**src/common/quad_ctrl_pkg.sv**
```systemverilog
`default_nettype none

package quad_ctrl_pkg;

    ////////////////////////////////////////////////////////////////////////////
    // Sizes

    // Quad BRAM depth sets the row and column index width
    localparam int BRAM_DEPTH      = 1024;
    localparam int LOG2_BRAM_DEPTH = $clog2(BRAM_DEPTH);

    localparam int PFB_COUNT_W     = 10;
    localparam int SEQ_ADDR_W      = 12;

    // Sequence reads per output column
    localparam int SEQ_CYCLES      = 6;
    localparam int CYCLE_W         = 3;

    // Input rows loaded before the first pass
    localparam int PRIME_ROWS      = 4;

    // Sequence BRAM read strobe to first CE execute
    localparam int SEQ_RD_LATENCY  = 3;

    localparam int NUM_AWE         = 4;
    localparam int NUM_CE_PER_AWE  = 2;
    localparam int NUM_CE          = NUM_AWE * NUM_CE_PER_AWE;

    ////////////////////////////////////////////////////////////////////////////
    // Types

    // One-hot job state
    typedef enum logic [5:0] {
        ST_IDLE      = 6'b000001,
        ST_PRIME     = 6'b000010,
        ST_FETCH     = 6'b000100,
        ST_ACTIVE    = 6'b001000,
        ST_WAIT_DONE = 6'b010000,
        ST_COMPLETE  = 6'b100000
    } quad_state_t;

    // Both fields are last indices, not counts
    typedef struct packed {
        logic [LOG2_BRAM_DEPTH-1:0] num_input_rows;
        logic [LOG2_BRAM_DEPTH-1:0] num_input_cols;
    } job_cfg_t;

    // Inputs from the fetch engine
    typedef struct packed {
        logic fetch_ack;
        logic fetch_done;
    } fetch_if_t;

    // End of pass flags from the sequence reader
    typedef struct packed {
        logic pass_end;
        logic row_done;
        logic job_done;
    } pass_status_t;

endpackage

`default_nettype wire

```
**src/hdl/ce_issue_chain.sv**
```systemverilog
`timescale 1ns/1ns
`default_nettype none

module ce_issue_chain #(
    parameter int NUM_CE         = quad_ctrl_pkg::NUM_CE,
    parameter int SEQ_RD_LATENCY = quad_ctrl_pkg::SEQ_RD_LATENCY
) (
    input  logic              clk,
    input  logic              rst,
    input  logic              pix_seq_rden,
    input  logic              pass_end,
    output logic [NUM_CE-1:0] ce_execute,
    output logic [NUM_CE-1:0] next_kernel
);

    // BRAM latency stages and the CE stages share one shift register
    localparam int EXEC_LEN = SEQ_RD_LATENCY + NUM_CE - 1;

    logic [EXEC_LEN-1:0] exec_sr;

    // Tap k holds the read strobe from k+1 cycles back
    assign ce_execute = exec_sr[EXEC_LEN-1:SEQ_RD_LATENCY-1];

    ////////////////////////////////////////////////////////////////////////////
    // Execute and next-kernel chains, one CE per cycle

    always_ff @(posedge clk) begin
        if (rst) begin
            exec_sr     <= '0;
            next_kernel <= '0;
        end else begin
            exec_sr[0] <= pix_seq_rden;
            for (int i = 1; i < EXEC_LEN; i++) begin
                exec_sr[i] <= exec_sr[i-1];
            end

            // Kernel switch trails the final read of each pass
            next_kernel[0] <= pass_end;
            for (int i = 1; i < NUM_CE; i++) begin
                next_kernel[i] <= next_kernel[i-1];
            end
        end
    end

endmodule

`default_nettype wire

```
**src/hdl/pfb_reader.sv**
```systemverilog
`timescale 1ns/1ns
`default_nettype none

module pfb_reader (
    input  logic                                     clk,
    input  logic                                     rst,
    input  logic                                     rows_owed_en,
    input  logic                                     pfb_empty,
    input  quad_ctrl_pkg::fetch_if_t                 fetch,
    input  logic [quad_ctrl_pkg::PFB_COUNT_W-1:0]    pfb_full_count,
    input  quad_ctrl_pkg::job_cfg_t                  job_cfg,
    input  logic                                     pass_start,
    input  logic                                     counters_clear,
    output logic                                     pfb_rden,
    output logic                                     count_zero,
    output logic [2:0]                               rows_read,
    output logic [quad_ctrl_pkg::LOG2_BRAM_DEPTH-1:0] input_row,
    output logic [quad_ctrl_pkg::LOG2_BRAM_DEPTH-1:0] input_col
);
    import quad_ctrl_pkg::*;

    // Pixels left in the prefetch buffer
    logic [PFB_COUNT_W-1:0] pfb_count;
    logic                   fetch_pending;
    logic                   row_end;

    assign count_zero = (pfb_count == '0);
    assign row_end    = (input_col == job_cfg.num_input_cols);

    // One pixel per cycle, stalled by back-pressure
    assign pfb_rden = rows_owed_en && !count_zero && !pfb_empty;

    ////////////////////////////////////////////////////////////////////////////
    // Buffer fill level

    always_ff @(posedge clk) begin
        if (rst || counters_clear) begin
            pfb_count     <= '0;
            fetch_pending <= 1'b0;
        end else begin
            // Open from ack to done
            if (fetch.fetch_ack) begin
                fetch_pending <= 1'b1;
            end
            if (fetch.fetch_done) begin
                fetch_pending <= 1'b0;
            end
            if (fetch.fetch_done && fetch_pending) begin
                pfb_count <= pfb_full_count;
            end else if (pfb_rden) begin
                pfb_count <= pfb_count - 1'b1;
            end
        end
    end

    ////////////////////////////////////////////////////////////////////////////
    // Input position

    always_ff @(posedge clk) begin
        if (rst || counters_clear) begin
            input_row <= '0;
            input_col <= '0;
            rows_read <= '0;
        end else begin
            // Each refill counts its rows from zero
            if (pass_start) begin
                rows_read <= '0;
            end
            if (pfb_rden) begin
                if (row_end) begin
                    input_col <= '0;
                    input_row <= input_row + 1'b1;
                    rows_read <= rows_read + 1'b1;
                end else begin
                    input_col <= input_col + 1'b1;
                end
            end
        end
    end

    // Empty flag comes from outside, reads must respect it
    assert property (@(posedge clk) disable iff (rst) pfb_empty |-> !pfb_rden);

endmodule

`default_nettype wire

```
**src/hdl/pix_seq_reader.sv**
```systemverilog
`timescale 1ns/1ns
`default_nettype none

module pix_seq_reader #(
    parameter int SEQ_CYCLES = quad_ctrl_pkg::SEQ_CYCLES
) (
    input  logic                                  clk,
    input  logic                                  rst,
    input  logic                                  seq_active,
    input  logic                                  pass_start,
    input  logic                                  last_kernel,
    input  quad_ctrl_pkg::job_cfg_t               job_cfg,
    input  logic                                  counters_clear,
    output logic                                  pix_seq_rden,
    output logic [quad_ctrl_pkg::SEQ_ADDR_W-1:0]  pix_seq_addr,
    output quad_ctrl_pkg::pass_status_t           pass_status
);
    import quad_ctrl_pkg::*;

    // Widen the cycle counter only for longer sequences
    localparam int CNT_W = ($clog2(SEQ_CYCLES) > CYCLE_W) ? $clog2(SEQ_CYCLES) : CYCLE_W;
    localparam logic [CNT_W-1:0] LAST_CYCLE = CNT_W'(SEQ_CYCLES - 1);

    // Final output row index is rows minus PRIME_ROWS plus one
    localparam logic [LOG2_BRAM_DEPTH-1:0] ROW_OFFSET = LOG2_BRAM_DEPTH'(PRIME_ROWS - 1);

    logic [CNT_W-1:0]           cycle_cnt;
    logic [LOG2_BRAM_DEPTH-1:0] out_col;
    logic [LOG2_BRAM_DEPTH-1:0] out_row;
    logic                       col_end;
    logic                       last_row;
    logic                       pass_end;

    ////////////////////////////////////////////////////////////////////////////
    // Pass end decode

    assign col_end  = (cycle_cnt == LAST_CYCLE);
    assign pass_end = pix_seq_rden && col_end && (out_col == job_cfg.num_input_cols);
    assign last_row = (out_row == job_cfg.num_input_rows - ROW_OFFSET);

    // last_kernel sampled together with the final read of the pass
    assign pass_status = '{
        pass_end: pass_end,
        row_done: pass_end && last_kernel && !last_row,
        job_done: pass_end && last_kernel && last_row
    };

    ////////////////////////////////////////////////////////////////////////////
    // Read strobe, address and position

    always_ff @(posedge clk) begin
        if (rst || counters_clear) begin
            pix_seq_rden <= 1'b0;
            pix_seq_addr <= '0;
            cycle_cnt    <= '0;
            out_col      <= '0;
            out_row      <= '0;
        end else begin
            // No gaps inside a pass
            pix_seq_rden <= pass_start || (pix_seq_rden && seq_active && !pass_end);

            // Every pass walks the sequence from address zero
            if (pass_start) begin
                pix_seq_addr <= '0;
            end else if (pix_seq_rden) begin
                pix_seq_addr <= pix_seq_addr + 1'b1;
            end

            if (pix_seq_rden) begin
                if (col_end) begin
                    cycle_cnt <= '0;
                    if (out_col == job_cfg.num_input_cols) begin
                        out_col <= '0;
                    end else begin
                        out_col <= out_col + 1'b1;
                    end
                end else begin
                    cycle_cnt <= cycle_cnt + 1'b1;
                end
            end

            // Row moves only once the last kernel has run
            if (pass_end && last_kernel) begin
                out_row <= out_row + 1'b1;
            end
        end
    end

    // Wrap keeps the counter inside one output column
    assert property (@(posedge clk) disable iff (rst) cycle_cnt <= LAST_CYCLE);

endmodule

`default_nettype wire

```
**src/hdl/quad_ctrl_top.sv**
```systemverilog
`timescale 1ns/1ns
`default_nettype none

module quad_ctrl_top #(
    parameter int NUM_CE     = quad_ctrl_pkg::NUM_CE,
    parameter int SEQ_CYCLES = quad_ctrl_pkg::SEQ_CYCLES
) (
    input  logic                                      clk,
    input  logic                                      rst,
    input  quad_ctrl_pkg::job_cfg_t                   job_cfg,
    input  logic                                      job_start,
    input  quad_ctrl_pkg::fetch_if_t                  fetch,
    input  logic [quad_ctrl_pkg::PFB_COUNT_W-1:0]     pfb_full_count,
    input  logic                                      pfb_empty,
    input  logic                                      last_kernel,
    input  logic                                      pipeline_flushed,
    input  logic                                      job_complete_ack,
    output logic                                      job_accept,
    output logic                                      fetch_req,
    output logic                                      job_complete,
    output logic                                      pfb_rden,
    output logic [quad_ctrl_pkg::LOG2_BRAM_DEPTH-1:0] input_row,
    output logic [quad_ctrl_pkg::LOG2_BRAM_DEPTH-1:0] input_col,
    output logic                                      pix_seq_rden,
    output logic [quad_ctrl_pkg::SEQ_ADDR_W-1:0]      pix_seq_addr,
    output logic [NUM_CE-1:0]                         ce_execute,
    output logic [NUM_CE-1:0]                         next_kernel,
    output quad_ctrl_pkg::quad_state_t                state
);
    import quad_ctrl_pkg::*;

    // FSM to readers
    logic         rows_owed_en;
    logic         pass_start;
    logic         seq_active;
    logic         counters_clear;

    // Readers back to FSM
    logic         count_zero;
    logic [2:0]   rows_read;
    pass_status_t pass_status;

    ////////////////////////////////////////////////////////////////////////////
    // Job sequencing

    quad_job_fsm u_fsm (
        .clk              (clk),
        .rst              (rst),
        .job_start        (job_start),
        .job_cfg          (job_cfg),
        .fetch            (fetch),
        .count_zero       (count_zero),
        .rows_read        (rows_read),
        .pass_status      (pass_status),
        .pipeline_flushed (pipeline_flushed),
        .job_complete_ack (job_complete_ack),
        .job_accept       (job_accept),
        .fetch_req        (fetch_req),
        .job_complete     (job_complete),
        .rows_owed_en     (rows_owed_en),
        .pass_start       (pass_start),
        .seq_active       (seq_active),
        .counters_clear   (counters_clear),
        .state            (state)
    );

    ////////////////////////////////////////////////////////////////////////////
    // Readers and CE chain

    pfb_reader u_pfb (
        .clk            (clk),
        .rst            (rst),
        .rows_owed_en   (rows_owed_en),
        .pfb_empty      (pfb_empty),
        .fetch          (fetch),
        .pfb_full_count (pfb_full_count),
        .job_cfg        (job_cfg),
        .pass_start     (pass_start),
        .counters_clear (counters_clear),
        .pfb_rden       (pfb_rden),
        .count_zero     (count_zero),
        .rows_read      (rows_read),
        .input_row      (input_row),
        .input_col      (input_col)
    );

    pix_seq_reader #(
        .SEQ_CYCLES (SEQ_CYCLES)
    ) u_seq (
        .clk            (clk),
        .rst            (rst),
        .seq_active     (seq_active),
        .pass_start     (pass_start),
        .last_kernel    (last_kernel),
        .job_cfg        (job_cfg),
        .counters_clear (counters_clear),
        .pix_seq_rden   (pix_seq_rden),
        .pix_seq_addr   (pix_seq_addr),
        .pass_status    (pass_status)
    );

    // Execute delay tracks the sequence BRAM read latency
    ce_issue_chain #(
        .NUM_CE         (NUM_CE),
        .SEQ_RD_LATENCY (SEQ_RD_LATENCY)
    ) u_chain (
        .clk          (clk),
        .rst          (rst),
        .pix_seq_rden (pix_seq_rden),
        .pass_end     (pass_status.pass_end),
        .ce_execute   (ce_execute),
        .next_kernel  (next_kernel)
    );

endmodule

`default_nettype wire

```
**src/quad_ctrl/quad_job_fsm.sv**
```systemverilog
`timescale 1ns/1ns
`default_nettype none

module quad_job_fsm (
    input  logic                        clk,
    input  logic                        rst,
    input  logic                        job_start,
    input  quad_ctrl_pkg::job_cfg_t     job_cfg,
    input  quad_ctrl_pkg::fetch_if_t    fetch,
    input  logic                        count_zero,
    input  logic [2:0]                  rows_read,
    input  quad_ctrl_pkg::pass_status_t pass_status,
    input  logic                        pipeline_flushed,
    input  logic                        job_complete_ack,
    output logic                        job_accept,
    output logic                        fetch_req,
    output logic                        job_complete,
    output logic                        rows_owed_en,
    output logic                        pass_start,
    output logic                        seq_active,
    output logic                        counters_clear,
    output quad_ctrl_pkg::quad_state_t  state
);
    import quad_ctrl_pkg::*;

    quad_state_t return_state;
    logic        refill;
    logic        fetch_acked;
    logic [2:0]  rows_target;
    logic        rows_done;

    ////////////////////////////////////////////////////////////////////////////
    // Row loading status

    // Priming wants PRIME_ROWS rows, a refill just one
    assign rows_target = refill ? 3'd1 : 3'(PRIME_ROWS);
    assign rows_done   = (rows_read == rows_target);

    // Reader may pull pixels only while rows are still owed
    assign rows_owed_en = (state == ST_PRIME) && !rows_done;
    assign seq_active   = (state == ST_ACTIVE);

    // First pass after loading, or a repeat pass for the next kernel
    assign pass_start = ((state == ST_PRIME) && rows_done) ||
                        (seq_active && pass_status.pass_end &&
                         !pass_status.row_done && !pass_status.job_done);

    // Job done and acked
    assign counters_clear = (state == ST_COMPLETE) && job_complete_ack;

    ////////////////////////////////////////////////////////////////////////////
    // State machine

    always_ff @(posedge clk) begin
        if (rst) begin
            state        <= ST_IDLE;
            return_state <= ST_IDLE;
            refill       <= 1'b0;
            fetch_acked  <= 1'b0;
            job_accept   <= 1'b0;
            fetch_req    <= 1'b0;
            job_complete <= 1'b0;
        end else begin
            // Single cycle pulse
            job_accept <= 1'b0;
            case (state)
                ST_IDLE: begin
                    if (job_start) begin
                        job_accept <= 1'b1;
                        refill     <= 1'b0;
                        state      <= ST_PRIME;
                    end
                end
                ST_PRIME: begin
                    if (rows_done) begin
                        state <= ST_ACTIVE;
                    end else if (count_zero) begin
                        // Buffer drained with rows still owed
                        return_state <= state;
                        state        <= ST_FETCH;
                    end
                end
                ST_FETCH: begin
                    // Request up until the engine acks it
                    if (fetch.fetch_ack) begin
                        fetch_req   <= 1'b0;
                        fetch_acked <= 1'b1;
                    end else if (!fetch_acked) begin
                        fetch_req <= 1'b1;
                    end
                    // Buffer count reloads on this same edge
                    if (fetch.fetch_done) begin
                        fetch_acked <= 1'b0;
                        state       <= return_state;
                    end
                end
                ST_ACTIVE: begin
                    if (pass_status.job_done) begin
                        state <= ST_WAIT_DONE;
                    end else if (pass_status.row_done) begin
                        // Output row moved down, pull one fresh input row
                        refill <= 1'b1;
                        state  <= ST_PRIME;
                    end
                end
                ST_WAIT_DONE: begin
                    if (pipeline_flushed) begin
                        job_complete <= 1'b1;
                        state        <= ST_COMPLETE;
                    end
                end
                ST_COMPLETE: begin
                    if (job_complete_ack) begin
                        job_complete <= 1'b0;
                        state        <= ST_IDLE;
                    end
                end
                default: begin
                    state <= ST_IDLE;
                end
            endcase
        end
    end

    ////////////////////////////////////////////////////////////////////////////
    // Checks

    // Encoding stays one-hot
    assert property (@(posedge clk) disable iff (rst) $onehot(state));

    // Job sizes held by the host from accept through complete ack
    assert property (@(posedge clk) disable iff (rst)
        (state != ST_IDLE) |-> $stable(job_cfg));

endmodule

`default_nettype wire

```
**config.mk**
```make
export PLATFORM = sky130hd
export DESIGN_NAME = quad_ctrl_top
export DESIGN_NICKNAME = d
export VERILOG_FILES = /design/src/common/quad_ctrl_pkg.sv /design/src/hdl/ce_issue_chain.sv /design/src/hdl/pfb_reader.sv /design/src/hdl/pix_seq_reader.sv /design/src/hdl/quad_ctrl_top.sv /design/src/quad_ctrl/quad_job_fsm.sv
export SDC_FILE = /design/constraint.sdc
export NUM_CORES = 1
export LEC_CHECK = 0
export BUFFER_PORTS_ARGS = -buffer_cell sky130_fd_sc_hd__buf_2
export CAP_MARGIN = 5
export CORE_ASPECT_RATIO = 1.4
export CORE_UTILIZATION = 30
export CTS_CLUSTER_DIAMETER = 60
export CTS_CLUSTER_SIZE = 10
export DETAILED_ROUTE_END_ITERATION = 6
export GPL_ROUTABILITY_DRIVEN = 0
export PLACE_DENSITY = 0.51
export SLEW_MARGIN = 20
export SYNTH_ARGS = -nofsm -noshare
export SYNTH_HDL_FRONTEND = slang
export SYNTH_HIERARCHICAL = 1
export SYNTH_SLANG_ARGS = --single-unit
```
**constraint.sdc**
```tcl
create_clock -name clk -period 6.2 [get_ports clk]
set_input_delay 0.62 -clock clk [delete_from_list [all_inputs] [get_ports clk]]
set_output_delay 0.62 -clock clk [all_outputs]
set_load 0.02 [all_outputs]
```
==> flow_metrics.tcl, run 1 <==
set metrics [dict create \
    min_path_cells 1 \
    final_hold_viol_count 0 \
    min_from "u_chain/exec_sr[1]" \
    dieWidth_um 114.6 \
    drc 0 \
    utilization_pct 35.89 \
    reg2reg_slack_ns 2.40 \
    dpl.hpwl_mm 10.04 \
    relSlewSlack_pct 41.23 \
    min_period_over_period_pct 61.25 \
    r2r-start "u_fsm/state[2]" \
    fin_nets 735 \
    hold_path_end "u_chain/exec_sr[2]" \
    ir_drop_v 0.0001197 \
    grt_max_degree 37 \
    antenna_found_initial 2 \
    wire_per_inst_um 14.40 \
    tritoncts "built" \
    cts_resized 0 \
    yosysWarnings 6 \
    grt_pass1_wl_mm 22.00 \
    netlist_area_sq_mm 0.005324 \
    track_usage_pct 15.10 \
    cts_root_buf "clkbuf_16" \
    grt_overflow 0 \
    via_per_inst 5.058 \
    postRouteAntennaNets 0 \
    ys_seq_elements 105 \
    power_density_mw_per_mm2 267.4 \
    fin_crit_ns 3.798 \
    core_region_area_sq_mm 0.01733 \
    tns_ns 0 \
    cp_max_fo 24 \
    area_delta_synth_final_pct 16.83 \
    synth_edf_count 0 \
    hold_buffers 0 \
    yosysTopAreaCell "dfxtp_1" \
    clock_latency_ns 0.35 \
    worstReg2RegEnd "u_pfb/input_row[5]" \
    worstPathArrival_ns 4.07 \
    setup_violations 0 \
    critPathCaptureType "flop" \
    io_pins 98 \
    ctsHtreeMaxLevel 3 \
    die_height_um 159.6 \
    grt_pass1_vias 4446 \
    dr.pass1.iters 4 \
    drt-initial-drc-count 170 \
    total_power_mw 1.663 \
    synthTopCellsByArea "dfxtp_1 (39%), xnor2_1 (6.1%), xor2_1 (4.1%)" \
    n_antenna_cell 0 \
    synth_cell_type_count 64 \
    fmax_ghz 0.2633 \
    ctsLongestPathBuffers 2 \
    startpoint_type "flop" \
    drv_slew 0 \
    worstSetupPathType "reg -> reg" \
    maxCapViolCount 0 \
    synth-seq-area-share_pct 39.48 \
    leakagePower_nw 2.464 \
    tightest_slew_ns 0.8815 \
    final_common_cell "dfxtp_1" \
    async_flop_share_pct 0 \
    synth_top_area_share_pct 39.48 \
    vias 4699 \
    ff2ff_path_depth 9 \
    die_area_sq_mm 0.01829 \
    synth_fp_nets 661 \
    crit_required_ns 6.47 \
    avgSynthCellArea_sq_um 8.671 \
    status "finished, final reports clean" \
    clk_pin_slew_ns 0.07 \
    finClkSkew_ns 0.008732 \
    drive_gt1_share_pct 19.62 \
    rsz0062_at_grt "false" \
    startpoint "u_fsm/state[2]" \
    min_path_type "reg -> reg" \
    synth_flop_cell "dfxtp_1" \
    syn_inst 614 \
    cts_buffers 9 \
    core.rowCount 57 \
    cts_num_sinks 105 \
    port_buffers 97 \
    post_cts.repair.setup_buffers 0 \
    routed_wl_mm 13.37 \
    mostFrequentLayoutCells "dfxtp_1 (105), buf_2 (97), nor2_1 (53), nand2_1 (41), a21oi_1 (39)" \
    start_util_pct 30.72 \
]
## power breakdown
part | internal [mW] | switching, mW | total, mW
clock network | 0.355 | 0.253 | 0.607
logic | 0.130 | 0.186 | 0.316
registers | 0.703 | 0.0374 | 0.740
total | 1.19 | 0.476 | 1.66
## critical path, stage by stage (launching register included)
cell,delay (ns)
dfxtp_1,0.37
or4_4,0.57
nor3b_2,0.26
nor2b_1,0.34
nor2b_1,0.33
o31ai_4,0.27
inv_2,0.25
nand4_2,0.48
or4_1,0.67
a21oi_1,0.15
## routing by layer
layer,GRT usage [%],part of all wire [%],vias to the layer above
met3,3.985,4.6,15
met4,4.427,1.3,4
met1,19.00,45,2223
met5,0,0.19,-
li1,-,-,2352
met2,25.10,49,105
## flip-flops by register name, summed over array words and instances (netlist names)
name,flops
u_seq/pix_seq_addr,12
u_chain/exec_sr,10
u_pfb/input_col,10
u_pfb/input_row,10
u_pfb/pfb_count,10
u_seq/out_col,10
u_seq/out_row,10
u_chain/next_kernel,8
u_fsm/return_state,6
u_fsm/state,6
u_pfb/rows_read,3
u_seq/cycle_cnt,3
u_fsm/fetch_acked,1
u_fsm/fetch_req,1
u_fsm/job_accept,1
u_fsm/job_complete,1
u_fsm/refill,1
u_pfb/fetch_pending,1
u_seq/pix_seq_rden,1
## layout make-up
| class | count | area (sq um) |
|---|---|---|
| multi-input cells | 457 | 2958 |
| well taps | 236 | 295.3 |
| flip-flops and latches | 105 | 2102 |
| repair buffers | 97 | 485.5 |
| clock inverters | 5 | 78.83 |
| clock buffers | 11 | 232.7 |
| inverters | 18 | 67.56 |
| fillers | 1845 | 11110 |
## through the flow
stage / cells / hold slack (ns) / area (sq um) / worst slack [ns]
after global placement: 913 / 0.4176 / 5906 / 2.532
after floorplan: 614 / 0.4109 / 5324 / 2.863
final: 929 / 0.4338 / 6220 / 2.402
after detailed placement: 913 / 0.4222 / 5906 / 2.432
after global routing: 929 / 0.4712 / 6220 / 2.069
after CTS: 929 / 0.4380 / 6217 / 2.387
## synth_stat cells, drive strengths merged (6+ instances only)
cell / count
dfxtp: 105
nor2: 54
nand2: 41
a21oi: 39
xnor2: 37
nand3: 28
xor2: 25
o21ai: 22
nand4: 19
inv: 18
buf: 17
clkbuf: 17
nor3: 17
nor4: 16
or4: 16
nor2b: 14
o31ai: 14
a31oi: 9
and2b: 8
and3: 8
ha: 8
a211oi: 7
and2: 7
or3: 7
mux2i: 6
or3b: 6
## how the worst max path moves through the flow
stage | end | slack (ns)
finish | u_pfb/input_row[5] | 2.40
global route | u_pfb/input_row[6] | 2.07
CTS | u_pfb/input_row[5] | 2.39
detailed placement | u_pfb/input_row[9] | 2.43
global placement | u_fsm/state[5] | 2.53
floorplan | u_fsm/state[2] | 2.86
## logic make-up (layout without fill, tap and decap cells)
logic type	after synthesis	after routing	synth area share, %
AO/OA/AOI/OAI	114	114	13.77
multiplexers	6	6	1.128
AND/OR/NAND/NOR	267	267	28.53
XOR/XNOR	62	62	10.20
adder cells (fa/ha/maj)	8	8	1.880
flip-flops	105	105	39.48
buffers and inverters	52	131	5.006
Power figures use the tool's default switching activity.
==> inputs of run 2 (changes only) <==
clock period = 3.58 ns   (was 6.2 ns; I/O delays follow)
==> run 2 against run 1 <==
  * Clock skew shrank 0.0026 ns
  * Sequential power grew 74%
  * Critical endpoint is now u_seq/pix_seq_addr[9]
  * Non-clock buffer count grew 10
  * Hold slack lost 0.20 ns
  * Sequential share of layout area shrank 0.20 points
  * Largest cell class unchanged
  * Flip-flop and latch count is the same
  * Highest routed layer unchanged
  * Critical path type is now in -> reg
==> flow_metrics.tcl, run 2 (synthesized netlist as in run 1, its figures left out) <==
set metrics [dict create \
    status "finished, final reports clean" \
    drv_slew 0 \
    grt_overflow 0 \
    total_power_mw 2.771 \
    mostFrequentLayoutCells "dfxtp_1 (105), buf_2 (97), nor2_1 (53), nand2_1 (41), a21oi_1 (39)" \
    crit_required_ns 3.81 \
    drt-initial-drc-count 236 \
    ctsLongestPathBuffers 2 \
    cts_root_buf "clkbuf_16" \
    postRouteAntennaNets 0 \
    worstSetupPathType "in -> reg" \
    leakagePower_nw 2.496 \
    relSlewSlack_pct 32.85 \
    largest_register_ffs 12 \
    die_height_um 159.6 \
    routed_wl_mm 13.47 \
    r2r-start "u_fsm/state[2]" \
    startpoint_type "input port" \
    tightest_slew_ns 0.9981 \
    antenna_found_initial 1 \
    ctsHtreeMaxLevel 3 \
    cts_num_sinks 105 \
    tns_ns 0 \
    ir_drop_v 0.0001868 \
    dr.pass1.iters 5 \
    final_hold_viol_count 0 \
    fin_cells 939 \
    dpl.hpwl_mm 9.974 \
    grt_pass1_wl_mm 22.39 \
    clock_latency_ns 0.35 \
    dieWidth_um 114.6 \
    rsz0062_at_grt "false" \
    cts_resized 0 \
    fmax_ghz 0.3133 \
    critPathCaptureType "flop" \
    core.rowCount 57 \
    grt_pass1_vias 4603 \
    track_usage_pct 15.30 \
    fin_nets 745 \
    setup_violations 0 \
    min_period_over_period_pct 89.16 \
    area_delta_synth_final_pct 17.53 \
    port_buffers 97 \
    cts_buffers 9 \
    start_util_pct 30.72 \
    maxCapViolCount 0 \
    hold_buffers 0 \
    via_per_inst 5.084 \
    worstReg2RegEnd "u_pfb/input_row[6]" \
    min_path_cells 2 \
    finClkSkew_ns 0.006167 \
    vias 4774 \
    min_from "fetch[1]" \
    wire_per_inst_um 14.34 \
    clk_pin_slew_ns 0.07 \
    fin_crit_ns 3.192 \
    utilization_pct 36.11 \
    n_antenna_cell 0 \
    whs_ns 0.2374 \
    cp_max_fo 12 \
    core_region_area_sq_mm 0.01733 \
    die_area_sq_mm 0.01829 \
    worstPathArrival_ns 3.42 \
    tritoncts "built" \
    nFillCells 1861 \
    io_pins 98 \
    min_path_type "in -> reg" \
    drive_gt1_share_pct 20.91 \
    grt_max_degree 37 \
    place_inst 923 \
    power_density_mw_per_mm2 442.9 \
    hold_path_end "u_fsm/fetch_req" \
    ff2ff_path_depth 10 \
    final_common_cell "dfxtp_1" \
    top_register "u_seq/pix_seq_addr" \
    post_cts.repair.setup_buffers 0 \
    reg2reg_slack_ns 0.46 \
    drc 0 \
]
run 2: cell count changes in the layout (fill, tap and decap cells not counted), sizes merged:
cell | previous run | this run
buf | 97 | 107
bufinv | 2 | 0
clkinv | 2 | 4
clkinvlp | 0 | 1
inv | 19 | 18
run 2: stage by stage:
step / setup WS (ns) / instance area (sq um)
floorplan: 0.2849 / 5324
global placement: 0.1342 / 5981
detailed placement: 0.06384 / 5981
CTS: 0.4158 / 6255
global route: 0.2167 / 6257
finish: 0.3882 / 6257
run 2: report_power, final:
part	total, mW	leakage (nW)	switching [mW]	internal [mW]
combinational	0.545	1.51	0.318	0.228
clock	0.931	0.135	0.442	0.489
sequential	1.29	0.848	0.0778	1.22
run 2: cell type report:
cell class	count	area (sq um)	area share, %
Multi-Input combinational cell	457	2958	47.27
Sequential cell	105	2102	33.59
Inverter	18	67.56	1.080
Tap cell	236	295.3	4.719
Clock buffer	11	242.7	3.879
Clock inverter	5	31.28	0.4999
Timing Repair Buffer	107	560.5	8.958
run 2: metal layers:
layer  vias up  global-route usage (%)  part of all wire [%]
met5         -                       0                 0.059
met4         2                   6.021                   1.5
met3        14                   2.581                   5.0
met2       125                   26.36                    50
met1      2260                   18.75                    44
li1       2373                       -                     -
run 2: worst max-delay path by stage:
stage	start	to	slack (ns)	cells past startpoint
after floorplan	u_seq/pix_seq_rden	u_fsm/state[2]	0.28	12
after global placement	job_cfg[10]	u_seq/pix_seq_addr[0]	0.13	12
after detailed placement	job_cfg[10]	u_seq/pix_seq_addr[9]	0.06	12
after CTS	u_fsm/state[2]	pfb_rden	0.42	8
after global routing	job_cfg[10]	u_seq/pix_seq_addr[5]	0.22	12
final	job_cfg[10]	u_seq/pix_seq_addr[9]	0.39	12
run 2: critical path: stages:
cell and delay (ns):
buf_2 0.13, ha_1 0.29, or3b_2 0.49, a221oi_1 0.28, a31o_2 0.14, nand4_1 0.11
o21ba_2 0.25, nor2_1 0.08, nor4b_1 0.51, a21o_1 0.27, or3_1 0.41, nor2_1 0.10
